$ cat config.mk
export PLATFORM = sky130hd
export DESIGN_NAME = mailbox_bridge_top
export DESIGN_NICKNAME = d
export VERILOG_FILES = /design/src/source/mailbox_pkg.sv /design/src/source/jtag_mailbox_port.sv /design/src/source/mailbox_bridge_top.sv /design/src/source/mailbox_endpoint.sv /design/src/source/signal_synchronizer.sv /design/src/source/wb_mailbox_controller.sv
export SDC_FILE = /design/constraint.sdc
export NUM_CORES = 1
export LEC_CHECK = 0
export BUFFER_PORTS_ARGS = -buffer_cell sky130_fd_sc_hd__buf_2
export CAP_MARGIN = 20
export CORE_AREA = 3 3 221 223
export CTS_BUF_LIST = sky130_fd_sc_hd__clkbuf_8 sky130_fd_sc_hd__clkbuf_16
export CTS_CLUSTER_DIAMETER = 50
export CTS_CLUSTER_SIZE = 16
export DETAILED_ROUTE_END_ITERATION = 16
export DIE_AREA = 0 0 224 226
export GPL_TIMING_DRIVEN = 0
export PLACE_DENSITY = 0.45
export SLEW_MARGIN = 20
export SYNTH_ARGS = -nofsm -noshare
export SYNTH_HDL_FRONTEND = slang
export SYNTH_SLANG_ARGS = --single-unit
$ cat constraint.sdc
create_clock -name rvx_port_02 -period 2 [get_ports rvx_port_02]
set_input_delay 0.2 -clock rvx_port_02 [delete_from_list [all_inputs] [get_ports rvx_port_02]]
set_output_delay 0.2 -clock rvx_port_02 [all_outputs]
set_load 0.03 [all_outputs]
$ cat src/source/mailbox_pkg.sv
/* Widths, JTAG instruction codes and the Wishbone register map of the debug mailbox.
   Compiled first; the other files refer to it by scoped names. */
package mailbox_pkg;

	// ********************
	// Widths
	// ********************
	localparam int WORD_WIDTH    = 32;
	localparam int INST_WIDTH    = 8;
	localparam int WB_ADDR_WIDTH = 4;
	localparam int COUNT_WIDTH   = 32;
	// Toggle, data word and count word of one crossing group
	localparam int SYNC_WIDTH    = 65;
	// Flop depth of every synchronizer
	localparam int SYNC_STAGES   = 2;

	typedef logic [WORD_WIDTH-1:0]    word_t;
	typedef logic [INST_WIDTH-1:0]    inst_t;
	typedef logic [WB_ADDR_WIDTH-1:0] wb_addr_t;
	typedef logic [COUNT_WIDTH-1:0]   count_t;

	// ********************
	// JTAG instructions
	// ********************
	localparam inst_t INST_REQUEST      = 8'h01;
	localparam inst_t INST_RESPONSE     = 8'h02;
	localparam inst_t INST_NUM_REQUEST  = 8'h03;
	localparam inst_t INST_NUM_RESPONSE = 8'h04;

	// Wishbone byte offsets
	// Status bit 0 is request pending, bit 1 is response unconsumed
	localparam wb_addr_t REG_STATUS    = 4'h0;
	localparam wb_addr_t REG_REQ_DATA  = 4'h4;
	localparam wb_addr_t REG_RESP_DATA = 4'h8;

	// Bus controller states
	typedef enum logic {
		wb_idle,
		wb_ack
	} wb_state_t;

endpackage

$ cat src/source/jtag_mailbox_port.sv
/* JTAG-side mailbox registers: posts request words, acknowledges responses and
   returns register reads selected by the current instruction. */
`timescale 1ns/1ps

module jtag_mailbox_port
(
	input  logic                 rvx_port_02,
	input  logic                 rvx_port_12,

	// Register port from the TAP
	input  mailbox_pkg::inst_t   jtag_inst,
	input  logic                 jtag_wr_en,
	input  mailbox_pkg::word_t   jtag_wr_data,
	input  logic                 jtag_rd_en,
	output mailbox_pkg::word_t   jtag_rd_data,

	// Request channel
	output logic                 req_toggle,
	output mailbox_pkg::word_t   req_data,
	input  logic                 req_ack_sync,
	input  mailbox_pkg::count_t  req_count_sync,

	// Response channel
	input  logic                 resp_toggle_sync,
	input  mailbox_pkg::word_t   resp_data_sync,
	input  mailbox_pkg::count_t  resp_count_sync,
	output logic                 resp_ack_toggle
);

	logic port_idle;
	logic resp_new;

	// ********************
	// Request side
	// ********************

	// Idle once the endpoint has echoed our toggle back
	assign port_idle = (req_toggle == req_ack_sync);

	always_ff @(posedge rvx_port_02 or negedge rvx_port_12)
	begin
		if (!rvx_port_12)
		begin
			req_toggle <= 1'b0;
			req_data   <= '0;
		end
		else if (port_idle && jtag_wr_en && (jtag_inst == mailbox_pkg::INST_REQUEST))
		begin
			// Word and toggle change together and cross as one group
			req_toggle <= ~req_toggle;
			req_data   <= jtag_wr_data;
		end
	end

	// ********************
	// Response side
	// ********************

	// Endpoint toggle ahead of ours means an unread response
	assign resp_new = (resp_toggle_sync != resp_ack_toggle);

	always_ff @(posedge rvx_port_02 or negedge rvx_port_12)
	begin
		if (!rvx_port_12)
			resp_ack_toggle <= 1'b0;
		else if (resp_new && jtag_rd_en && (jtag_inst == mailbox_pkg::INST_RESPONSE))
			resp_ack_toggle <= ~resp_ack_toggle;
	end

	// Combinational read mux so the TAP sees the data at once
	always_comb
	begin
		jtag_rd_data = '0;
		case (jtag_inst)
			mailbox_pkg::INST_REQUEST:
				jtag_rd_data = {31'b0, ~port_idle};
			mailbox_pkg::INST_RESPONSE:
				jtag_rd_data = resp_data_sync;
			mailbox_pkg::INST_NUM_REQUEST:
				jtag_rd_data = req_count_sync;
			mailbox_pkg::INST_NUM_RESPONSE:
				jtag_rd_data = resp_count_sync;
			default:
				jtag_rd_data = '0;
		endcase
	end

endmodule

$ cat src/source/mailbox_bridge_top.sv
/* Debug mailbox between a JTAG register port and a Wishbone classic bus.
   Connects the JTAG port, the crossing synchronizers, the endpoint and the bus controller. */
`timescale 1ns/1ps

module mailbox_bridge_top
(
	input  logic                   rvx_port_02,
	input  logic                   rvx_port_12,
	input  mailbox_pkg::inst_t     jtag_inst,
	input  logic                   jtag_wr_en,
	input  mailbox_pkg::word_t     jtag_wr_data,
	input  logic                   jtag_rd_en,
	output mailbox_pkg::word_t     jtag_rd_data,
	input  logic                   wb_cyc,
	input  logic                   wb_stb,
	input  logic                   wb_we,
	input  mailbox_pkg::wb_addr_t  wb_adr,
	input  mailbox_pkg::word_t     wb_dat_w,
	output mailbox_pkg::word_t     wb_dat_r,
	output logic                   wb_ack
);

	// JTAG port outputs and their synchronized copies
	logic req_toggle, resp_ack_toggle;
	mailbox_pkg::word_t req_data;
	logic [mailbox_pkg::SYNC_WIDTH-1:0] to_ep_sync, ack_sync, resp_sync;
	// Endpoint outputs
	logic req_ack_toggle, resp_toggle;
	mailbox_pkg::count_t req_count, resp_count;
	mailbox_pkg::word_t resp_data;
	// Controller to endpoint
	logic take_req, post_resp, req_pending, resp_unconsumed;
	mailbox_pkg::word_t post_data, req_word;

	jtag_mailbox_port i_jtag_mailbox_port (
		.rvx_port_02, .rvx_port_12, .jtag_inst, .jtag_wr_en, .jtag_wr_data,
		.jtag_rd_en, .jtag_rd_data, .req_toggle, .req_data,
		.req_ack_sync(ack_sync[32]), .req_count_sync(ack_sync[31:0]),
		.resp_toggle_sync(resp_sync[64]), .resp_data_sync(resp_sync[63:32]),
		.resp_count_sync(resp_sync[31:0]), .resp_ack_toggle);

	// ********************
	// Crossings
	// ********************
	// Group toward the endpoint with the upper 31 bits tied low
	signal_synchronizer i_sync_to_endpoint (.rvx_port_02, .rvx_port_12,
		.async_value({31'b0, resp_ack_toggle, req_toggle, req_data}), .sync_value(to_ep_sync));
	// Two groups carry the 98 bits toward the JTAG port
	signal_synchronizer i_sync_req_ack (.rvx_port_02, .rvx_port_12,
		.async_value({32'b0, req_ack_toggle, req_count}), .sync_value(ack_sync));
	signal_synchronizer i_sync_resp (.rvx_port_02, .rvx_port_12,
		.async_value({resp_toggle, resp_data, resp_count}), .sync_value(resp_sync));

	mailbox_endpoint i_mailbox_endpoint (
		.rvx_port_02, .rvx_port_12, .req_toggle_sync(to_ep_sync[32]),
		.req_data_sync(to_ep_sync[31:0]), .req_ack_toggle, .req_count, .resp_toggle,
		.resp_data, .resp_count, .resp_ack_sync(to_ep_sync[33]), .take_req, .post_resp,
		.post_data, .req_pending, .resp_unconsumed, .req_word);

	wb_mailbox_controller i_wb_mailbox_controller (
		.rvx_port_02, .rvx_port_12, .wb_cyc, .wb_stb, .wb_we, .wb_adr, .wb_dat_w,
		.wb_dat_r, .wb_ack, .take_req, .post_resp, .post_data, .req_pending,
		.resp_unconsumed, .req_word);

endmodule

$ cat src/source/mailbox_endpoint.sv
/* System-side mailbox state: pending flags from the toggle compares, the response word,
   both handshake toggles and both transfer counters. Driven by the bus controller strobes. */
`timescale 1ns/1ps

module mailbox_endpoint
(
	input  logic                 rvx_port_02,
	input  logic                 rvx_port_12,

	// Request channel from the JTAG port
	input  logic                 req_toggle_sync,
	input  mailbox_pkg::word_t   req_data_sync,
	output logic                 req_ack_toggle,
	output mailbox_pkg::count_t  req_count,

	// Response channel to the JTAG port
	output logic                 resp_toggle,
	output mailbox_pkg::word_t   resp_data,
	output mailbox_pkg::count_t  resp_count,
	input  logic                 resp_ack_sync,

	// Bus controller side
	input  logic                 take_req,
	input  logic                 post_resp,
	input  mailbox_pkg::word_t   post_data,
	output logic                 req_pending,
	output logic                 resp_unconsumed,
	output mailbox_pkg::word_t   req_word
);

	// Toggles differ while a word sits in the mailbox
	assign req_pending     = (req_toggle_sync != req_ack_toggle);
	assign resp_unconsumed = (resp_toggle != resp_ack_sync);

	// Port holds its word until acknowledged, so it reads straight through
	assign req_word = req_data_sync;

	// ********************
	// Request acknowledge
	// ********************
	always_ff @(posedge rvx_port_02 or negedge rvx_port_12)
	begin
		if (!rvx_port_12)
		begin
			req_ack_toggle <= 1'b0;
			req_count      <= '0;
		end
		else if (take_req && req_pending)
		begin
			req_ack_toggle <= ~req_ack_toggle;
			req_count      <= req_count + 1'b1;
		end
	end

	// ********************
	// Response post
	// ********************
	always_ff @(posedge rvx_port_02 or negedge rvx_port_12)
	begin
		if (!rvx_port_12)
		begin
			resp_toggle <= 1'b0;
			resp_data   <= '0;
			resp_count  <= '0;
		end
		else if (post_resp)
		begin
			resp_data <= post_data;
			// Unread response only gets its word replaced
			if (!resp_unconsumed)
			begin
				resp_toggle <= ~resp_toggle;
				resp_count  <= resp_count + 1'b1;
			end
		end
	end

endmodule

$ cat src/source/signal_synchronizer.sv
/* Flop chain that brings a 65-bit group of toggles and data words into the local clock.
   A change at the input shows at the output after SYNC_STAGES edges. */
`timescale 1ns/1ps

module signal_synchronizer
(
	input  logic                                rvx_port_02,
	input  logic                                rvx_port_12,
	input  logic [mailbox_pkg::SYNC_WIDTH-1:0]  async_value,
	output logic [mailbox_pkg::SYNC_WIDTH-1:0]  sync_value
);

	// One entry per flop stage with entry 0 facing the foreign domain
	logic [mailbox_pkg::SYNC_WIDTH-1:0] stage [mailbox_pkg::SYNC_STAGES];

	always_ff @(posedge rvx_port_02 or negedge rvx_port_12)
	begin
		if (!rvx_port_12)
		begin
			for (int i = 0; i < mailbox_pkg::SYNC_STAGES; i++)
				stage[i] <= '0;
		end
		else
		begin
			stage[0] <= async_value;
			// Shift towards the output
			for (int i = 1; i < mailbox_pkg::SYNC_STAGES; i++)
				stage[i] <= stage[i-1];
		end
	end

	assign sync_value = stage[mailbox_pkg::SYNC_STAGES-1];

endmodule

$ cat src/source/wb_mailbox_controller.sv
/* Wishbone classic slave for the mailbox registers. Decodes the offset into endpoint
   strobes on the accepting cycle and returns registered read data with a one-cycle ack. */
`timescale 1ns/1ps

module wb_mailbox_controller
(
	input  logic                   rvx_port_02,
	input  logic                   rvx_port_12,

	input  logic                   wb_cyc,
	input  logic                   wb_stb,
	input  logic                   wb_we,
	input  mailbox_pkg::wb_addr_t  wb_adr,
	input  mailbox_pkg::word_t     wb_dat_w,
	output mailbox_pkg::word_t     wb_dat_r,
	output logic                   wb_ack,

	output logic                   take_req,
	output logic                   post_resp,
	output mailbox_pkg::word_t     post_data,
	input  logic                   req_pending,
	input  logic                   resp_unconsumed,
	input  mailbox_pkg::word_t     req_word
);

	mailbox_pkg::wb_state_t state;
	mailbox_pkg::word_t     rd_mux;
	logic                   accept;

	// New access taken only from idle
	assign accept    = (state == mailbox_pkg::wb_idle) && wb_cyc && wb_stb;
	assign take_req  = accept && !wb_we && (wb_adr == mailbox_pkg::REG_REQ_DATA);
	assign post_resp = accept && wb_we && (wb_adr == mailbox_pkg::REG_RESP_DATA);
	assign post_data = wb_dat_w;

	always_comb
	begin
		case (wb_adr)
			mailbox_pkg::REG_STATUS:   rd_mux = {30'b0, resp_unconsumed, req_pending};
			mailbox_pkg::REG_REQ_DATA: rd_mux = req_word;
			default:                   rd_mux = '0;
		endcase
	end

	// Ack high for one cycle, then one quiet cycle before idle
	always_ff @(posedge rvx_port_02 or negedge rvx_port_12)
	begin
		if (!rvx_port_12)
		begin
			state    <= mailbox_pkg::wb_idle;
			wb_ack   <= 1'b0;
			wb_dat_r <= '0;
		end
		else if (accept)
		begin
			state    <= mailbox_pkg::wb_ack;
			wb_ack   <= 1'b1;
			wb_dat_r <= wb_we ? '0 : rd_mux;
		end
		else if (state == mailbox_pkg::wb_ack)
		begin
			wb_ack <= 1'b0;
			if (!wb_ack)
				state <= mailbox_pkg::wb_idle;
		end
	end

endmodule
# ---- Word-level counts from Yosys, hierarchy flattened
# Cells that the tools add are included.
dict set report classes {
  n_reduce_logical 15
  n_mux 8
  bitwise 7
  eq_ne 10
  addsub 2
}
# op count
set op_table {}
lappend op_table {{$pmux 32 s4} 1}
lappend op_table {{$add 32x1->32 const B} 2}
lappend op_table {{$pmux 32 s2} 1}
lappend op_table {{$mux 32} 1}
lappend op_table {{$eq 8x2->1 const B} 2}
lappend op_table {{$logic_and 1x1->1} 11}
lappend op_table {{$eq 8x1->1 const B} 1}
lappend op_table {{$eq 8x3->1 const B} 1}
lappend op_table {{$not 1->1} 7}
lappend op_table {{$mux 1} 5}
lappend op_table {{$eq 4x3->1 const B} 1}
lappend op_table {{$eq 4x4->1 const B} 1}
lappend op_table {{$logic_not 4->1} 1}
lappend op_table {{$ne 1x1->1} 3}
lappend op_table {{$reduce_and 2->1} 1}
lappend op_table {{$reduce_bool 2->1} 1}
lappend op_table {{$eq 1x1->1} 1}
lappend op_table {{$logic_not 1->1} 1}
dict set report totals {
  regBits 430
  input_bits 83
  word_cells 59
  out_inout_bits 65
}

# ---- Logic depth before layout (Yosys ltp)
dict set report depth {
  word_depth 6
  ltp_mapped 7
  ltp_nobuf 5
}

# ---- Cells and area by module
# Synthesis repeated with hierarchy kept, for this count alone.
dict set report hier_totals {
  cells_unflattened 1334
  area_unflattened_um2 19596.3
}
# module area_per_inst_um2 seq_area_each_um2 cells_per_inst n_inst
set by_module_without_submodules {}
lappend by_module_without_submodules {signal_synchronizer 3741.1 3253.1 195 3}
lappend by_module_without_submodules {mailbox_endpoint 4441.8 2452.4 369 1}
lappend by_module_without_submodules {jtag_mailbox_port 2260.9 850.8 194 1}
lappend by_module_without_submodules {wb_mailbox_controller 1666.6 850.8 185 1}
lappend by_module_without_submodules {mailbox_bridge_top 3.8 0.0 1 1}

# ---- Worst setup path after synthesis
# OpenSTA, ideal clock, no wires.
dict set report synth_timing {
  path_type {input -> output}
  from {input port jtag_inst[3]}
  to {output port jtag_rd_data[0]}
  n_path_buf 1
  path_stages 4
  required_ns 1.800
  setup_slack_ns -0.384
  t_arrival_ns 2.184
  path_cell_list {or4_1 > or4b_1 > clkbuf_1 > o21ai_0}
}
dict set report synth_via {
  elab_chain_len 2
  elab_cells_between_ends 5
  cone_classes {4 x eq/ne; 1 x mux}
}
# item line_no
set synth_lines {}
lappend synth_lines {{start: declaration} mailbox_bridge_top.sv:9} ;# input mailbox_pkg::inst_t jtag_inst,
lappend synth_lines {{$eq 8x3->1, or another cell as far along} jtag_mailbox_port.sv:74} ;# case (jtag_inst)
lappend synth_lines {{$pmux 32 s4 *} jtag_mailbox_port.sv:74}
lappend synth_lines {{end: declaration} mailbox_bridge_top.sv:13} ;# output mailbox_pkg::word_t jtag_rd_data,
# Every way passes the cells marked *; elsewhere a longest branch is shown, timed or not.

# ---- Final worst setup path
dict set report layout_timing {
  from {input port jtag_inst[7]}
  to {output port jtag_rd_data[1]}
}
# The elaborated chain is that of the path after synthesis.

==> impl_metrics.tcl <==
set metrics [dict create \
    syn_inst 874 \
    synth_area_um2 14000 \
    cts_buffers 46 \
    hold_viol_final 0 \
    cts.sinks 430 \
    min_from "jtag_inst[1]" \
    coreArea_um2 46800 \
    synth_warnings 0 \
    met3_usage_pct 3.83 \
    slew_viol_final 0 \
    chipWidth_um 224 \
    antenna_found_initial 1 \
    period_minus_slack_ns 2.27 \
    dieArea_um2 50600 \
    synthFlopType "dfrtp_1" \
    crit_type "input pin to output port" \
    grt_use_met2_pct 19.7 \
    synth_edf_count 0 \
    vdd_drop_max_mv 0.568 \
    violations "setup timing" \
    synth_cell_types 40 \
    busiest_layer "met2" \
    wl_mm 31.3 \
    portBuffers 146 \
    dpl.hpwl_mm 20.1 \
    grt_usage_pct 12.8 \
    synthTopCellsByArea "dfrtp_1 77%, mux2_2 5.4%, xnor2_1 3.4%" \
    drt_iter0_drc 413 \
    clk_latency_ns 0.57 \
    r2r_start "i_wb_mailbox_controller.state$_DFF_PN0_" \
    finalSetupTns_ns -7.23 \
    insertedDiodeCount 0 \
    fin_nets 1251 \
    async_reset_ff_share_pct 100 \
    ys_ff_latch 430 \
    synth_common_cells "430 x dfrtp_1, 67 x mux2_2, 62 x nand2_1, 54 x xnor2_1, 37 x o21ai_0" \
    max_freq_ghz 0.440 \
    synth_nets 959 \
    rrSetupSlack_ns 0.03 \
    cts_tree "yes" \
    drive_above_1_share_pct 34.7 \
    num_vias 7854 \
    arrival_ns 2.07 \
    leakage_nw 9.41 \
    grt_pass1_wl_mm 49.4 \
    synth_top_area_share_pct 76.6 \
    drv_cap 0 \
    seq_area_frac_synth_pct 76.6 \
    layout_setup_ws_ns -0.273 \
    hold_path_class "input pin to flip-flop" \
    detail-route-antenna-nets 0 \
    firstDrtPassIters 4 \
    htreeDepth 2 \
    tightestPinTransition_ns 0.665 \
    worstPathMaxFanout 8 \
    overflow 0 \
    grt.met1_usage_pct 17.2 \
    r2r-end "i_mailbox_endpoint.req_count[31]$_DFFE_PN0P_" \
    p_per_area_nw_per_um2 977 \
    grt_pass1_vias 8381 \
    setup.worst_path.start_class "input pin" \
    relSlewSlack_pct 55.7 \
    syn_avg_cell_area_um2 16.1 \
    start_util_pct 30.0 \
    dieHeight_um 226 \
    cp.required_ns 1.80 \
    cts_buffer_depth 3 \
    area_growth_pct 35.3 \
    path_clk_slew_ns 0.06 \
    boundaryPins 148 \
    crit_path_end_kind "output port" \
    finalWeightedCongestion 0.764 \
    wl_per_cell_um 17.3 \
    via_per_inst 4.34 \
    outcome "complete, but fails checks" \
    min_period_over_period_pct 114 \
    setup_viol 32 \
    min_to "i_jtag_mailbox_port.req_toggle$_DFFE_PN0P_" \
    reg2regPathDepth 7 \
    yosysMostFrequentCell "dfrtp_1" \
    clock-skew-final_ns 0.0205 \
    hold_depth 5 \
    drcViolationCount 0 \
    grt_max_degree 90 \
    utilization_pct 40.6 \
    cts_root_buf "clkbuf_16" \
    yosysTopAreaCell "dfrtp_1" \
    rsz0062_at_grt "yes" \
    std_cell_rows 79 \
]
-- worst max-delay path: stages --
cell and delay (ns):
buf_6 0.09, or4_4 0.54, or4b_4 0.64, clkbuf_16 0.23
o21ai_4 0.19, buf_6 0.16
-- cells by family (layout without fill, tap and decap cells) --
kind of cell | count (synthesis) | in the layout | share of synthesized area (%)
flops | 430 | 430 | 76.6
buf+inv | 35 | 362 | 0.998
mux | 101 | 101 | 7.81
xor+xnor | 66 | 66 | 4.12
fa+ha+maj | 2 | 2 | 0.178
simple gates | 171 | 171 | 7.01
compound gates | 69 | 69 | 3.26
-- how the worst max path moves through the flow --
| stage | slack (ns) | end | start | cells after the start |
|---|---|---|---|---|
| global route | -0.32 | jtag_rd_data[12] | jtag_inst[7] | 6 |
| floorplan | -0.21 | jtag_rd_data[13] | jtag_inst[3] | 3 |
| detailed placement | -1.49 | jtag_rd_data[1] | jtag_inst[3] | 9 |
| CTS | -0.37 | jtag_rd_data[1] | jtag_inst[7] | 6 |
| global placement | -8.07 | i_sync_to_endpoint.sync_value[26]$_DFF_PN0_ | rvx_port_12 | 1 |
| finish | -0.27 | jtag_rd_data[1] | jtag_inst[7] | 6 |
-- cells in the final DEF, fill, tap and decap left out, types with 6 or more instances in the layout --
master and instances:
nand3_1 21, nand2_1 49, mux2i_1 33, buf_2 112, nor2_1 6, xnor2_1 54, nand4_1 23, clkinvlp_4 6
a22o_1 30, o21ai_4 15, nand2_2 10, xor2_1 12, inv_1 10, and3_1 10, clkbuf_16 57, mux2_2 67
nor4_4 7, buf_4 21, dlygate4sd3_1 68, dfrtp_1 429, buf_6 38, clkbuf_8 7, clkinv_2 6, clkbuf_1 9
o21ai_2 16
-- per-stage QoR --
stage	hold slack (ns)	instances	total power [W]	setup slack [ns]	instance area (um^2)
after floorplan	-0.0956	874	0.00959	-0.209	14100
after global placement	0.332	1627	0.00997	-8.07	15500
after detailed placement	0.173	1632	0.0100	-1.49	15700
after CTS	0.0226	1799	0.0189	-0.365	18800
after global routing	0.0863	1808	0.0194	-0.322	19000
final	0.0661	1808	0.0186	-0.273	19000
-- timing repair --
action / 4_1_cts / 5_1_grt
pin swaps: 22 / 19
cloned: 4 / 0
resized for setup: 173 / 26
setup endpoints to repair: 182 / 93
endpoints found under the hold margin: 151 / 0
hold buffers: 68 / 0
setup buffers: 16 / 9
-- cell type report --
cell class              count  area [um^2]
fillers                  4355        27800
flip-flops and latches    430        10800
multi-input cells         409         3530
repair buffers            248         2090
clock buffers              52         1240
well taps                 607          759
clock inverters            31          302
plain buffers              24          274
inverters                   7         26.3
-- flip-flops by register name, summed over array words and instances, names as in the netlist, 32 cells and up --
register and cells:
i_sync_to_endpoint.sync_value 34, i_jtag_mailbox_port.req_data 32, i_sync_resp.sync_value 65, i_mailbox_endpoint.resp_data 32, i_sync_to_endpoint.stage 34, i_mailbox_endpoint.resp_count 32, i_wb_mailbox_controller.wb_dat_r 32, i_sync_req_ack.stage 33
i_sync_resp.stage 65, i_sync_req_ack.sync_value 33, i_mailbox_endpoint.req_count 32
-- where the power goes --
group	switching [W]	internal (W)
logic	0.000413	0.000351
clock network	0.00373	0.00485
registers	0.000141	0.00907
-- layer usage --
metal,wire (um),part of all wire (%)
met1,14200,45
met2,14200,45
met3,2150,6.9
met4,759,2.4
met5,13,0.042
Note: power is estimated with default switching activity, not from simulation.
